--- config.mk ---
export PLATFORM = sky130hd
export DESIGN_NAME = i2s_tx_top
export DESIGN_NICKNAME = d
export VERILOG_FILES = /design/src/verilog/i2s_pkg.sv /design/src/verilog/sample_fifo.sv /design/src/verilog/i2s_frame_timing.sv /design/src/verilog/i2s_shifter.sv /design/src/verilog/i2s_tx_top.sv
export SDC_FILE = /design/constraint.sdc
export NUM_CORES = 1
export LEC_CHECK = 0
export ABC_AREA = 1
export ABC_CLOCK_PERIOD_IN_PS = 4300
export BUFFER_PORTS_ARGS = -buffer_cell sky130_fd_sc_hd__buf_2
export CELL_PAD_IN_SITES_DETAIL_PLACEMENT = 1
export CELL_PAD_IN_SITES_GLOBAL_PLACEMENT = 1
export CORE_ASPECT_RATIO = 1.5
export CORE_MARGIN = 4
export CORE_UTILIZATION = 35
export DETAILED_ROUTE_END_ITERATION = 8
export PLACE_DENSITY_LB_ADDON = 0.2
export SLEW_MARGIN = 15
export SYNTH_ARGS = -nofsm -noshare
export SYNTH_HDL_FRONTEND = slang
export SYNTH_SLANG_ARGS = --single-unit
--- constraint.sdc ---
create_clock -name bclk -period 4.3 [get_ports bclk]
set_input_delay 0.645 -clock bclk [delete_from_list [all_inputs] [get_ports bclk]]
set_output_delay 0.645 -clock bclk [all_outputs]
set_load 0.03 [all_outputs]
--- src/verilog/i2s_pkg.sv ---
/*
 * i2s transmit package
 * format constants, counter widths and the structs passed
 * between the sample queue, frame timing and shifter
 */

package i2s_pkg;

	// ==============================
	// serial format
	// ==============================
	localparam int SAMPLE_WIDTH = 24;	// bits per channel word
	localparam int SLOT_WIDTH = 32;	// sck periods per channel slot
	localparam int FRAME_BITS = 2 * SLOT_WIDTH;	// 64 sck periods per frame
	localparam int SCK_HALF_PERIOD = 2;	// bclk cycles per sck half period
	localparam int FIFO_DEPTH = 4;

	// counter widths
	localparam int HALF_CNT_W = (SCK_HALF_PERIOD > 1) ? $clog2(SCK_HALF_PERIOD) : 1;
	localparam int SLOT_CNT_W = $clog2(FRAME_BITS);
	localparam int POS_W = $clog2(SLOT_WIDTH);	// bit position inside one channel slot

	// terminal and decode values, sized to their counters
	localparam logic [HALF_CNT_W-1:0] HALF_LAST = HALF_CNT_W'(SCK_HALF_PERIOD - 1);
	localparam logic [SLOT_CNT_W-1:0] SLOT_LAST = SLOT_CNT_W'(FRAME_BITS - 1);
	localparam logic [POS_W-1:0] FIRST_DATA_POS = POS_W'(1);	// one bit after lrclk edge
	localparam logic [POS_W-1:0] LAST_DATA_POS = POS_W'(SAMPLE_WIDTH);

	// ==============================
	// types
	// ==============================
	typedef struct packed {
		logic [SAMPLE_WIDTH-1:0] left;	// upper half
		logic [SAMPLE_WIDTH-1:0] right;
	} stereo_sample_t;

	// per slot command, only meaningful while fall is set
	typedef struct packed {
		logic fall;	// sck falls at the end of this bclk cycle
		logic frame_start;	// slot 0
		logic load_left;	// slot 1, left msb
		logic load_right;	// slot 33, right msb
		logic shift;	// remaining data slots
		logic blank;	// padding, sends zero
	} bit_cmd_t;

endpackage

--- src/verilog/sample_fifo.sv ---
/*
 * sample queue
 * small register fifo with valid/ready on both sides,
 * head entry shown combinationally on the pop side
 */

module sample_fifo #(
	parameter type payload_t = i2s_pkg::stereo_sample_t,
	parameter int depth = i2s_pkg::FIFO_DEPTH
) (
	input  logic     bclk,
	input  logic     rst,
	input  logic     in_valid,
	input  logic     pop_ready,
	input  payload_t in_sample,
	output logic     in_ready,
	output logic     pop_valid,
	output payload_t pop_sample
);

	localparam int ptr_w = (depth > 1) ? $clog2(depth) : 1;
	localparam int cnt_w = $clog2(depth + 1);

	localparam logic [ptr_w-1:0] ptr_last = ptr_w'(depth - 1);
	localparam logic [cnt_w-1:0] cnt_full = cnt_w'(depth);

	payload_t mem [depth];	// sample storage

	logic [ptr_w-1:0] wr_ptr;
	logic [ptr_w-1:0] rd_ptr;
	logic [cnt_w-1:0] count;	// occupancy

	logic push;
	logic pop;

	// ==============================
	// handshake
	// ==============================
	assign in_ready = (count != cnt_full);
	assign pop_valid = (count != '0);
	assign pop_sample = mem[rd_ptr];	// head of queue

	assign push = in_valid & in_ready;
	assign pop = pop_valid & pop_ready;

	// ==============================
	// storage
	// ==============================
	always_ff @(posedge bclk) begin
		if (push) begin
			mem[wr_ptr] <= in_sample;
		end
	end

	// pointers wrap at depth, not only at powers of two
	always_ff @(posedge bclk) begin
		if (!rst) begin
			wr_ptr <= '0;
			rd_ptr <= '0;
		end else begin
			if (push) begin
				wr_ptr <= (wr_ptr == ptr_last) ? '0 : wr_ptr + 1'b1;
			end
			if (pop) begin
				rd_ptr <= (rd_ptr == ptr_last) ? '0 : rd_ptr + 1'b1;
			end
		end
	end

	// occupancy, push and pop together leave it unchanged
	always_ff @(posedge bclk) begin
		if (!rst) begin
			count <= '0;
		end else begin
			case ({push, pop})
				2'b10: count <= count + 1'b1;
				2'b01: count <= count - 1'b1;
				default: count <= count;
			endcase
		end
	end

endmodule

--- src/verilog/i2s_frame_timing.sv ---
/*
 * i2s frame timing
 * divides bclk down to sck, counts the 64 bit slots of a frame,
 * drives lrclk and decodes each slot into a shifter command
 */

module i2s_frame_timing (
	input  logic              bclk,
	input  logic              rst,
	output logic              sck,
	output logic              lrclk,
	output i2s_pkg::bit_cmd_t cmd
);

	logic [i2s_pkg::HALF_CNT_W-1:0] half_cnt;	// bclk cycles within sck half
	logic [i2s_pkg::SLOT_CNT_W-1:0] slot;	// current bit slot
	logic [i2s_pkg::SLOT_CNT_W-1:0] slot_next;	// slot begun at next fall
	logic [i2s_pkg::POS_W-1:0] pos;	// position inside channel slot

	logic half_done;
	logic fall;
	logic right_half;
	logic in_data;
	logic first_bit;

	// ==============================
	// sck divider
	// ==============================
	assign half_done = (half_cnt == i2s_pkg::HALF_LAST);
	assign fall = half_done & sck;	// sck high, about to drop

	always_ff @(posedge bclk) begin
		if (!rst) begin
			half_cnt <= '0;
			sck <= 1'b0;
		end else begin
			if (half_done) begin
				half_cnt <= '0;
				sck <= ~sck;
			end else begin
				half_cnt <= half_cnt + 1'b1;
			end
		end
	end

	// ==============================
	// slot counter
	// ==============================
	// starts at the last slot so the first fall opens slot 0
	always_ff @(posedge bclk) begin
		if (!rst) begin
			slot <= i2s_pkg::SLOT_LAST;
		end else if (fall) begin
			slot <= slot_next;
		end
	end

	assign slot_next = slot + 1'b1;	// wraps 63 -> 0

	// lrclk changes with sdata, while sck goes low
	always_ff @(posedge bclk) begin
		if (!rst) begin
			lrclk <= 1'b0;
		end else if (fall) begin
			lrclk <= right_half;
		end
	end

	// ==============================
	// slot decode
	// ==============================
	assign right_half = slot_next[i2s_pkg::SLOT_CNT_W-1];	// slots 32..63
	assign pos = slot_next[i2s_pkg::POS_W-1:0];

	// data sits one bit after the lrclk edge, 24 bits long
	assign first_bit = (pos == i2s_pkg::FIRST_DATA_POS);
	assign in_data = (pos >= i2s_pkg::FIRST_DATA_POS) && (pos <= i2s_pkg::LAST_DATA_POS);

	always_comb begin
		cmd = '0;
		cmd.fall = fall;
		if (fall) begin
			cmd.frame_start = (slot_next == '0);
			cmd.load_left = first_bit & ~right_half;
			cmd.load_right = first_bit & right_half;
			cmd.shift = in_data & ~first_bit;
			cmd.blank = ~in_data;	// includes slots 0 and 32
		end
	end

endmodule

--- src/verilog/i2s_shifter.sv ---
/*
 * i2s shifter
 * takes one stereo pair per frame from the queue and shifts
 * both channel words out msb first, flags an empty queue
 */

module i2s_shifter (
	input  logic                    bclk,
	input  logic                    rst,
	input  i2s_pkg::bit_cmd_t       cmd,
	input  logic                    pop_valid,
	input  i2s_pkg::stereo_sample_t pop_sample,
	output logic                    pop_ready,
	output logic                    sdata,
	output logic                    underrun
);

	localparam int msb = i2s_pkg::SAMPLE_WIDTH - 1;

	i2s_pkg::stereo_sample_t hold;	// pair for the current frame
	logic [msb-1:0] shreg;	// bits left after the msb

	logic take;	// frame start strobe

	// ==============================
	// queue side
	// ==============================
	assign take = cmd.fall & cmd.frame_start;

	// one request per frame
	assign pop_ready = take;

	// nothing queued when the frame opens
	assign underrun = take & ~pop_valid;

	// silent frame on underrun
	always_ff @(posedge bclk) begin
		if (take) begin
			if (pop_valid) begin
				hold <= pop_sample;
			end else begin
				hold <= '0;
			end
		end
	end

	// ==============================
	// shift register
	// ==============================
	// loaded with the lower bits while the msb goes straight to sdata
	always_ff @(posedge bclk) begin
		if (cmd.fall) begin
			if (cmd.load_left) begin
				shreg <= hold.left[msb-1:0];
			end else if (cmd.load_right) begin
				shreg <= hold.right[msb-1:0];
			end else if (cmd.shift) begin
				shreg <= {shreg[msb-2:0], 1'b0};
			end
		end
	end

	// ==============================
	// serial output
	// ==============================
	/*
	 * sdata only moves in fall cycles, so it settles
	 * half an sck period before the receiver samples
	 */
	always_ff @(posedge bclk) begin
		if (!rst) begin
			sdata <= 1'b0;
		end else if (cmd.fall) begin
			if (cmd.load_left) begin
				sdata <= hold.left[msb];	// left msb
			end else if (cmd.load_right) begin
				sdata <= hold.right[msb];	// right msb
			end else if (cmd.shift) begin
				sdata <= shreg[msb-1];
			end else if (cmd.blank) begin
				sdata <= 1'b0;	// padding slots
			end
		end
	end

endmodule

--- src/verilog/i2s_tx_top.sv ---
/*
 * i2s transmitter top
 * sample queue, frame timing and shifter for a 24 bit stereo
 * output, all on bclk
 */

module i2s_tx_top (
	input  logic                    bclk,
	input  logic                    rst,
	input  logic                    in_valid,
	input  i2s_pkg::stereo_sample_t in_sample,
	output logic                    in_ready,
	output logic                    sck,
	output logic                    lrclk,
	output logic                    sdata,
	output logic                    underrun
);

	// queue to shifter
	i2s_pkg::stereo_sample_t pop_sample;
	logic pop_valid;
	logic pop_ready;

	// timing to shifter
	i2s_pkg::bit_cmd_t cmd;

	// ==============================
	// sample queue
	// ==============================
	sample_fifo #(
		.payload_t (i2s_pkg::stereo_sample_t),
		.depth     (i2s_pkg::FIFO_DEPTH)
	) u_fifo (
		.bclk       (bclk),
		.rst        (rst),
		.in_valid   (in_valid),
		.pop_ready  (pop_ready),
		.in_sample  (in_sample),
		.in_ready   (in_ready),
		.pop_valid  (pop_valid),
		.pop_sample (pop_sample)
	);

	// slot decode
	i2s_frame_timing u_timing (
		.bclk  (bclk),
		.rst   (rst),
		.sck   (sck),
		.lrclk (lrclk),
		.cmd   (cmd)
	);

	// word load and shift
	i2s_shifter u_shifter (
		.bclk       (bclk),
		.rst        (rst),
		.cmd        (cmd),
		.pop_valid  (pop_valid),
		.pop_sample (pop_sample),
		.pop_ready  (pop_ready),
		.sdata      (sdata),
		.underrun   (underrun)
	);

endmodule

==> run summary, run 1 <==
Slowest Stage Delay on Critical Path: 0.62 ns
Max Buffers Root-to-Sink: 3
Tightest Pin Transition: 1.073 ns
Post-CTS Setup Bufs: 0
outcome: complete, no violations
Hold Crit Start: in_sample[11]
Antenna Violating Nets Remaining: 0
category of cells accounting for the largest share of critical-path delay: buffers and inverters
Cell Area, Placed: 0.01172 mm2
number of buffer cells added on primary ports: 55
post-CTS sizing: 0
drt via density: 4.905
HPWL after DPL: 15.67 mm
fraction of layout cells with a size suffix above 1: 0.1499
maximum number of pins on one net before global-route repair: 97
clock insertion delay at the later pin of the skew report: 0.54 ns
number of buffers created by CTS: 28
residual DRC count: 0
maximum capacitance violations: 0
Hold EP: u_fifo.mem[1][11]
worst-path cell with the longest stage delay: sky130_fd_sc_hd__buf_4
clk_skew: 0.01230 ns
via count of the first global-routing pass: 7,082
standard-cell rows: 79
initial standard-cell utilization of the core: 0.3541
initial antenna violation count: 0
final critical-path share of the clock period: 0.6757
Overflow after GRT: 0
vias after detailed routing: 6,631
final layout net count: 986
H-Tree Level Count: 1
synthesis-to-layout area growth: 15.26%
min-delay worst type: in2reg
Rel. slew slack: 0.2827
Avg WL per Cell: 19.41 um
sequential area share after synthesis: 0.7496
Fillers: 3,295
Die Outline Area: 0.03436 mm2
number of synthesis warnings: 0
Mapped Area: 0.01099 mm2
root buffer cell: sky130_fd_sc_hd__clkbuf_16
Critical Path, Cell by Cell: nor3_4 -> buf_4 -> inv_1 -> nor2_1 -> buf_2
height of the die: 225.0 um
data required time at the worst endpoint: 3.65 ns
post-detailed-routing wire length: 26.24 mm
Worst Hold Path Cells: 1
TritonCTS clock tree: done
detailed-routing iteration count for the pre-antenna-repair pass: 4
total core area: 0.03104 mm2
die width: 152.7 um
f_max: 0.3442 GHz
sort of element at the start of the critical path: flip-flop
RR Startpoint: u_timing.slot[0]
data arrival time of the critical path: 2.26 ns
kind of capture point of the worst setup path: primary output
summed negative setup slack over all endpoints: 0 ns
I/O Pins: 56
power density of the placed cells: 474.6 mW/mm2
unrepaired setup endpoints after global routing: false
Final GP Congestion: 0.7292
hold violation count in the final report: 0
reg-to-reg endpoint: u_fifo.count[2]
DR iter-0 viols: 396
Setup CP Type: reg2out
Sink Count: 280
filler-free cell count of the finished design: 1,352
global-route wire length before repair: 40.80 mm
maximum net fanout on the critical path: 50
final-report setup violation count: 0
leakage power summed over all cells: 4.524 nW
total placed cells including tap cells: 1,300
Diodes inserted: 0
Buf/Inv on CP: 3
global-route usage over all layers: 0.1518
number of pins with negative max-slew slack in the final report: 0
Post-CTS Hold Fix Bufs: 0
synth unique cells: 33
number of cells on the worst reg-to-reg path: 14
Non-Filler Cell Area, Final: 0.01267 mm2
average instance area after synthesis: 12.63 um2
synthesized instance count: 870
crit path time final: 2.906 ns
R2R setup slack: 1.71 ns
Clk pin slew, worst setup/hold paths: 0.07 ns
flip-flop and latch count after synthesis: 280
Peak VDD IR: 0.3542 mV
syn nets: 931
==> cell families (layout without fill, tap and decap cells) <==
kind of cell | after synthesis | in the layout | synth area share
AO/OA/AOI/OAI | 184 | 184 | 0.08699
adder cells (fa/ha/maj) | 10 | 10 | 0.01207
buffers and inverters | 79 | 156 | 0.02994
flip-flops | 280 | 280 | 0.7496
AND/OR/NAND/NOR | 317 | 317 | 0.1214
==> cell type report <==
cell class / count / area, um2 / area share
clock inverters: 12 / 141.4 / 0.01116
well taps: 405 / 506.7 / 0.04001
multi-input cells: 511 / 2459 / 0.1941
clock buffers: 40 / 807.0 / 0.06372
repair buffers: 67 / 365.4 / 0.02885
flip-flops and latches: 280 / 8243 / 0.6508
inverters: 37 / 143.9 / 0.01136
==> power by group <==
group | internal [mW] | switching, mW | total [mW]
sequential | 3.11 | 0.0359 | 3.15
combinational | 0.101 | 0.277 | 0.378
clock | 1.48 | 1.00 | 2.48
total | 4.70 | 1.31 | 6.01
==> how the worst max path moves through the flow <==
stage,from,endpoint,slack (ns),cells past startpoint
after floorplan,u_fifo.count[0],u_fifo.mem[0][0],0.84,4
after global placement,u_timing.slot[0],u_fifo.count[2],1.67,14
after detailed placement,u_timing.slot[0],u_fifo.count[2],1.70,14
after CTS,u_fifo.count[2],underrun,1.32,5
after global routing,u_fifo.count[2],underrun,1.23,5
final,u_fifo.count[2],underrun,1.39,5
==> sequential cells by signal, indices dropped and copies added (netlist names) <==
name               flops
u_fifo.mem           192
u_shifter.hold        48
u_shifter.shreg       23
u_timing.slot          6
u_fifo.count           3
u_fifo.rd_ptr          2
u_fifo.wr_ptr          2
u_shifter.sdata        1
u_timing.half_cnt      1
u_timing.lrclk         1
u_timing.sck           1
==> cells in the mapped netlist (all sizes together) <==
cell type | n | area share
nand3b | 3 | 0.0020
fa | 1 | 0.0018
clkbuf | 26 | 0.0089
dfxtp | 17 | 0.031
nor3 | 1 | 0.00091
o22ai | 24 | 0.014
nand4 | 4 | 0.0023
o21ai | 102 | 0.046
a22oi | 1 | 0.00068
a21oi | 56 | 0.026
nand3 | 12 | 0.0071
inv | 36 | 0.013
or2 | 1 | 0.00057
and2 | 1 | 0.00057
a211oi | 1 | 0.00068
edfxtp | 263 | 0.72
nor2 | 265 | 0.096
buf | 16 | 0.0081
ha | 9 | 0.010
clkinv | 1 | 0.00045
nand2 | 30 | 0.012
==> per-stage QoR <==
step	power [mW]	util	hold slack (ns)	setup slack (ns)
after floorplan	3.426	-	0.4132	0.8435
after global placement	3.588	0.3775	0.4201	1.673
after detailed placement	3.600	0.3775	0.4517	1.698
after CTS	6.101	0.4081	0.2847	1.323
after global routing	6.263	0.4081	0.2950	1.230
final	6.011	0.4081	0.3171	1.394
==> layer usage <==
metal  vias up  track usage  routed length (um)
li1       3179            -                   -
met1      3328       0.1759               10450
met2        92       0.2934               14540
met3        32      0.01940                 795
met4         0      0.04170                 455
met5         -            0                   0
==> cells in the final DEF, fill, tap and decap left out, drive strengths merged, types with 3 or more instances in the layout <==
cell type | netlist | routed
nand4 | 4 | 4
o21ai | 102 | 102
nand3 | 12 | 12
buf | 16 | 67
edfxtp | 263 | 263
ha | 9 | 9
o22ai | 24 | 24
clkbuf | 26 | 40
clkinv | 1 | 11
nor2 | 265 | 265
nand3b | 3 | 3
dfxtp | 17 | 17
bufinv | 0 | 3
nand2 | 30 | 30
a21oi | 56 | 56
inv | 36 | 35
Note: power is estimated with default switching activity, not from simulation.
==> inputs of run 2 (changes only) <==
--- a/config.mk
+++ b/config.mk
@@ -6,7 +6,7 @@
 export NUM_CORES = 1
 export LEC_CHECK = 0
 export ABC_AREA = 1
-export ABC_CLOCK_PERIOD_IN_PS = 4300
+export ABC_CLOCK_PERIOD_IN_PS = 2550
 export BUFFER_PORTS_ARGS = -buffer_cell sky130_fd_sc_hd__buf_2
 export CELL_PAD_IN_SITES_DETAIL_PLACEMENT = 1
 export CELL_PAD_IN_SITES_GLOBAL_PLACEMENT = 1
==> constraint.sdc (replaced) <==
create_clock -name bclk -period 2.55 [get_ports bclk]
set_input_delay 0.3825 -clock bclk [delete_from_list [all_inputs] [get_ports bclk]]
set_output_delay 0.3825 -clock bclk [all_outputs]
set_load 0.03 [all_outputs]
==> run summary, run 2 (synthesized netlist as in run 1, its figures left out) <==
final-report setup violation count: 0 (unchanged)
Reg power frac: 0.517 (was 0.524)
RR Startpoint: u_timing.slot[0] (unchanged)
total core area: 0.03104 mm2 (unchanged)
Tightest Pin Transition: 0.7412 ns (was 1.073 ns)
residual DRC count: 0 (unchanged)
H-Tree Level Count: 1 (unchanged)
most common cell after layout, fill and taps aside: sky130_fd_sc_hd__edfxtp_1 (unchanged)
min-delay worst type: in2reg (unchanged)
DR iter-0 viols: 324 (was 396)
switching portion of total power: 0.2179 (was 0.2183)
number of pins with negative max-slew slack in the final report: 0 (unchanged)
unrepaired setup endpoints after global routing: false (unchanged)
Antenna Violating Nets Remaining: 0 (unchanged)
Final GP Congestion: 0.7362 (was 0.7292)
number of buffers created by CTS: 29 (was 28)
global-route wire length before repair: 40.76 mm (was 40.80 mm)
final layout net count: 998 (was 986)
sort of element at the start of the critical path: flip-flop (unchanged)
leakage power summed over all cells: 4.604 nW (was 4.524 nW)
number of cells on the worst reg-to-reg path: 14 (unchanged)
post-detailed-routing wire length: 26.18 mm (was 26.24 mm)
Fillers: 3,260 (was 3,295)
I/O Pins: 56 (unchanged)
commonest cells after routing, fill and taps aside: sky130_fd_sc_hd__edfxtp_1 (263), sky130_fd_sc_hd__nor2_1 (245), sky130_fd_sc_hd__o21ai_0 (100) (was sky130_fd_sc_hd__edfxtp_1 (263), sky130_fd_sc_hd__nor2_1 (247), sky130_fd_sc_hd__o21ai_0 (101))
vias after detailed routing: 6,676 (was 6,631)
Top Registers: u_fifo.mem x192, u_shifter.hold x48, u_shifter.shreg x23 (unchanged)
number of buffer cells added on primary ports: 55 (unchanged)
Post-CTS Hold Fix Bufs: 0 (unchanged)
global-route usage over all layers: 0.1516 (was 0.1518)
outcome: complete, no violations (unchanged)
standard-cell rows: 79 (unchanged)
Overflow after GRT: 0 (unchanged)
R2R setup slack: 0.20 ns (was 1.71 ns)
height of the die: 225.0 um (unchanged)
die width: 152.7 um (unchanged)
relative contribution of combinational cells to total power: 0.065 (was 0.063)
worst hold slack across all endpoints: 0.05009 ns (was 0.3171 ns)
Worst Hold Path Cells: 1 (unchanged)
Clk pin slew, worst setup/hold paths: 0.06 ns (was 0.07 ns)
fraction of power consumed by the clock network: 0.418 (was 0.413)
Largest register FFs: 192 (unchanged)
Sink Count: 280 (unchanged)
Diodes inserted: 0 (unchanged)
reg-to-reg endpoint: u_fifo.count[2] (unchanged)
total placed cells including tap cells: 1,311 (was 1,300)
power density of the placed cells: 799.9 mW/mm2 (was 474.6 mW/mm2)
detailed-routing iteration count for the pre-antenna-repair pass: 4 (unchanged)
Die Outline Area: 0.03436 mm2 (unchanged)
Avg WL per Cell: 19.19 um (was 19.41 um)
crit path time final: 2.420 ns
drt via density: 4.894 (was 4.905)
data required time at the worst endpoint: 2.17 ns (was 3.65 ns)
initial antenna violation count: 0 (unchanged)
total power consumption of the routed design: 10.26 mW (was 6.011 mW)
cell-internal power: 8.023 mW (was 4.699 mW)
Post-CTS Setup Bufs: 0 (unchanged)
HPWL after DPL: 15.58 mm (was 15.67 mm)
final critical-path share of the clock period: 0.9492
Psw: 2.236 mW (was 1.312 mW)
Max Buffers Root-to-Sink: 3 (unchanged)
Cell Area, Placed: 0.01185 mm2 (was 0.01172 mm2)
clk_skew: 0.01459 ns (was 0.01230 ns)
maximum capacitance violations: 0 (unchanged)
clock insertion delay at the later pin of the skew report: 0.55 ns (was 0.54 ns)
final core area utilization: 0.4132 (was 0.4081)
synthesis-to-layout area growth: 16.70% (was 15.26%)
kind of capture point of the worst setup path: primary output (unchanged)
Rel. slew slack: 0.5059 (was 0.2827)
Setup CP Type: reg2out (unchanged)
Peak VDD IR: 0.5459 mV (was 0.3542 mV)
Hold Crit Start: in_sample[41] (was in_sample[11])
via count of the first global-routing pass: 7,120 (was 7,082)
register with the most flip-flops: u_fifo.mem (unchanged)
filler-free cell count of the finished design: 1,364 (was 1,352)
maximum net fanout on the critical path: 5 (was 50)
initial standard-cell utilization of the core: 0.3541 (unchanged)
fraction of layout cells with a size suffix above 1: 0.1668 (was 0.1499)
Non-Filler Cell Area, Final: 0.01282 mm2 (was 0.01267 mm2)
TritonCTS clock tree: done (unchanged)
Hold EP: u_fifo.mem[2][41] (was u_fifo.mem[1][11])
data arrival time of the critical path: 2.04 ns (was 2.26 ns)
root buffer cell: sky130_fd_sc_hd__clkbuf_16 (unchanged)
maximum number of pins on one net before global-route repair: 55 (was 97)
f_max: 0.4131 GHz
hold violation count in the final report: 0 (unchanged)
[run 2: stage by stage]
step / setup TNS, ns / worst slack (ns)
floorplan: -29.41 / -0.1532
global placement: 0 / 0.1644
detailed placement: 0 / 0.1167
CTS: 0 / 0.002606
global route: 0 / 0.005607
finish: 0 / 0.1295
[run 2: area by class of cell]
cell class / count / area (um2) / share of cell area
flip-flops and latches: 280 / 8247 / 0.6430
well taps: 405 / 506.7 / 0.03951
clock inverters: 18 / 206.4 / 0.01610
clock buffers: 35 / 748.2 / 0.05834
inverters: 37 / 142.6 / 0.01112
multi-input cells: 511 / 2474 / 0.1929
repair buffers: 78 / 500.5 / 0.03902
[run 2: power groups by stage]
stage / clock network (mW) / logic, mW / registers, mW
global route: 4.59 / 0.761 / 5.32
CTS: 4.39 / 0.693 / 5.31
detailed placement: 0 / 0.690 / 5.40
floorplan: 0 / 0.381 / 5.39
finish: 4.28 / 0.671 / 5.31
global placement: 0 / 0.679 / 5.40
[run 2: how the worst max path moves through the flow]
stage	start	slack, ns	depth (start not counted)	to
floorplan	u_fifo.count[0]	-0.15	4	u_fifo.mem[3][0]
global placement	u_timing.slot[0]	0.16	15	u_fifo.count[2]
detailed placement	u_timing.slot[0]	0.12	14	u_fifo.count[2]
CTS	u_timing.slot[0]	0.003	9	underrun
global route	u_timing.slot[1]	0.006	11	underrun
finish	u_timing.slot[0]	0.13	9	underrun
[run 2: what timing repair did]
action / in CTS / in global routing
pin swaps: 0 / 0
gates resized for setup: 2 / 8
endpoints found under the hold margin: 0 / 0
setup endpoints to repair: 1 / 2
[run 2: worst max-delay path, cell delays in order (launching register included)]
cell and delay, ns:
sky130_fd_sc_hd__dfxtp_1 0.34, sky130_fd_sc_hd__ha_2 0.21, sky130_fd_sc_hd__nand2_1 0.07, sky130_fd_sc_hd__nand2_2 0.11
sky130_fd_sc_hd__nand3_4 0.12, sky130_fd_sc_hd__nor2_8 0.15, sky130_fd_sc_hd__nand2_2 0.10, sky130_fd_sc_hd__buf_4 0.15
sky130_fd_sc_hd__nor2_2 0.08, sky130_fd_sc_hd__buf_4 0.16
[run 2: per-layer routing]
layer  GRT usage  vias up  part of all wire  routed length [um]
met1      0.1742     3354              0.41               10620
met2      0.2911       89              0.54               14120
met4     0.04602        0             0.024                 617
met3     0.02094       35             0.031                 817
met5           0        -                 0                   0
li1            -     3198                 -                   -
==> inputs of run 3 (changes only) <==
--- a/config.mk
+++ b/config.mk
@@ -11,7 +11,6 @@
 export CELL_PAD_IN_SITES_DETAIL_PLACEMENT = 1
 export CELL_PAD_IN_SITES_GLOBAL_PLACEMENT = 1
 export CORE_ASPECT_RATIO = 1.5
-export CORE_MARGIN = 4
 export CORE_UTILIZATION = 35
 export DETAILED_ROUTE_END_ITERATION = 8
 export PLACE_DENSITY_LB_ADDON = 0.2
==> run summary, run 3 (synthesized netlist as in run 1, its figures left out) <==
fraction of power consumed by the clock network: 0.406 (was 0.418)
total placed cells including tap cells: 1,313 (was 1,311)
wire length on met1: 10.54 mm (was 10.62 mm)
filler-free cell count of the finished design: 1,363 (was 1,364)
number of buffers created by CTS: 28 (was 29)
total core area: 0.03094 mm2 (was 0.03104 mm2)
Tightest Pin Transition: 0.7657 ns (was 0.7412 ns)
Peak VDD IR: 0.4676 mV (was 0.5459 mV)
Top Registers: u_fifo.mem x192, u_shifter.hold x48, u_shifter.shreg x23 (unchanged)
crit path time final: 2.414 ns (was 2.420 ns)
most common cell after layout, fill and taps aside: sky130_fd_sc_hd__edfxtp_1 (unchanged)
Rel. slew slack: 0.4896 (was 0.5059)
drt via density: 4.944 (was 4.894)
height of the die: 219.0 um (was 225.0 um)
final-report setup violation count: 0 (unchanged)
maximum capacitance violations: 0 (unchanged)
post-detailed-routing wire length: 26.32 mm (was 26.18 mm)
data required time at the worst endpoint: 2.17 ns (about the same)
min-delay worst type: in2reg (unchanged)
Setup CP Type: reg2out (unchanged)
sum of met3 wire segment lengths after detailed routing: 783 um (was 817 um)
H-Tree Level Count: 1 (unchanged)
post-CTS sizing: 2 (unchanged)
detailed-routing iteration count for the pre-antenna-repair pass: 4 (unchanged)
switching portion of total power: 0.2231 (was 0.2179)
Clk pin slew, worst setup/hold paths: 0.06 ns (about the same)
total power consumption of the routed design: 10.08 mW (was 10.26 mW)
Die Outline Area: 0.03213 mm2 (was 0.03436 mm2)
global-route wire length before repair: 40.67 mm (was 40.76 mm)
Diodes inserted: 0 (unchanged)
HPWL after DPL: 15.68 mm (was 15.58 mm)
hold violation count in the final report: 0 (unchanged)
unrepaired setup endpoints after global routing: false (unchanged)
clock insertion delay at the later pin of the skew report: 0.55 ns (about the same)
Largest register FFs: 192 (unchanged)
kind of capture point of the worst setup path: primary output (unchanged)
maximum net fanout on the critical path: 23 (was 5)
cell-internal power: 7.833 mW (was 8.023 mW)
Psw: 2.250 mW (was 2.236 mW)
f_max: 0.4142 GHz (was 0.4131 GHz)
top routing layer in use: met4 (unchanged)
initial antenna violation count: 0 (unchanged)
final critical-path share of the clock period: 0.9468 (was 0.9492)
Sink Count: 280 (unchanged)
synthesis-to-layout area growth: 16.66% (was 16.70%)
Max Buffers Root-to-Sink: 3 (unchanged)
Overflow after GRT: 0 (unchanged)
I/O Pins: 56 (unchanged)
leakage power summed over all cells: 4.589 nW (was 4.604 nW)
Avg WL per Cell: 19.31 um (was 19.19 um)
via count of the first global-routing pass: 6,996 (was 7,120)
commonest cells after routing, fill and taps aside: sky130_fd_sc_hd__edfxtp_1 (263), sky130_fd_sc_hd__nor2_1 (246), sky130_fd_sc_hd__o21ai_0 (100) (was sky130_fd_sc_hd__edfxtp_1 (263), sky130_fd_sc_hd__nor2_1 (245), sky130_fd_sc_hd__o21ai_0 (100))
Post-CTS Hold Fix Bufs: 0 (unchanged)
final layout net count: 999 (was 998)
initial standard-cell utilization of the core: 0.3552 (was 0.3541)
DR iter-0 viols: 341 (was 324)
number of pins with negative max-slew slack in the final report: 0 (unchanged)
standard-cell rows: 79 (unchanged)
TritonCTS clock tree: done (unchanged)
maximum number of pins on one net before global-route repair: 53 (was 55)
clk_skew: 0.01083 ns (was 0.01459 ns)
residual DRC count: 0 (unchanged)
sort of element at the start of the critical path: flip-flop (unchanged)
data arrival time of the critical path: 2.03 ns (was 2.04 ns)
relative contribution of combinational cells to total power: 0.069 (was 0.065)
global-route usage over all layers: 0.1691 (was 0.1516)
Final GP Congestion: 0.7549 (was 0.7362)
power density of the placed cells: 786.5 mW/mm2 (was 799.9 mW/mm2)
vias after detailed routing: 6,739 (was 6,676)
die width: 146.7 um (was 152.7 um)
met2 WL post-DR: 14.37 mm (was 14.12 mm)
register with the most flip-flops: u_fifo.mem (unchanged)
Post-CTS Setup Bufs: 0 (unchanged)
Reg power frac: 0.526 (was 0.517)
Antenna Violating Nets Remaining: 0 (unchanged)
root buffer cell: sky130_fd_sc_hd__clkbuf_16 (unchanged)
outcome: complete, no violations (unchanged)
number of buffer cells added on primary ports: 55 (unchanged)
fraction of layout cells with a size suffix above 1: 0.1670 (was 0.1668)
## run 3: final cells by class
type,instances,area (um2)
Clock buffer,36,752.0
Clock inverter,14,148.9
Fill cell,3237,18120
Inverter,37,142.6
Multi-Input combinational cell,511,2479
Sequential cell,280,8253
Tap cell,405,506.7
Timing Repair Buffer,80,538.0
## run 3: worst paths after layout
kind | start | cells past startpoint | end | slack, ns
min reg2reg | u_timing.half_cnt | 1 | u_timing.half_cnt | 0.44
max reg2reg | u_timing.slot[1] | 15 | u_fifo.count[2] | 0.21
max | u_fifo.count[2] | 5 | underrun | 0.14
min | in_sample[17] | 1 | u_fifo.mem[0][17] | 0.05
## run 3: per-stage QoR
stage          setup TNS, ns  utilization  area, um2  hold WS, ns  worst slack [ns]
2_1_floorplan         -29.41            -      11000       0.4132           -0.1532
3_3_place_gp               0       0.3843      11890       0.4331           0.08005
3_5_place_dp               0       0.3843      11890       0.4359          0.002067
4_1_cts                    0       0.4135      12790      0.01988           0.06899
5_1_grt                    0       0.4144      12820      0.03179          0.008275
6_report                   0       0.4144      12820      0.04887            0.1356
## run 3: metal layers
metal  vias to the layer above  GRT usage
met4                         0    0.05938
met1                      3409     0.1941
met3                        35    0.02308
met2                        87     0.3183
met5                         -          0
li1                       3208          -
## run 3: critical path, stage by stage, from the launching register on
cell and delay, ns:
sky130_fd_sc_hd__dfxtp_1 0.34, sky130_fd_sc_hd__nor3_4 0.26, sky130_fd_sc_hd__buf_4 0.38, sky130_fd_sc_hd__inv_1 0.14, sky130_fd_sc_hd__nor2_1 0.15, sky130_fd_sc_hd__buf_2 0.21
## run 3: power by group through the flow
stage | logic (mW) | clock network [mW] | registers (mW)
after CTS | 0.713 | 4.21 | 5.30
after global placement | 0.693 | 0 | 5.40
after global routing | 0.776 | 4.36 | 5.32
final | 0.692 | 4.09 | 5.30
after floorplan | 0.381 | 0 | 5.39
after detailed placement | 0.708 | 0 | 5.40
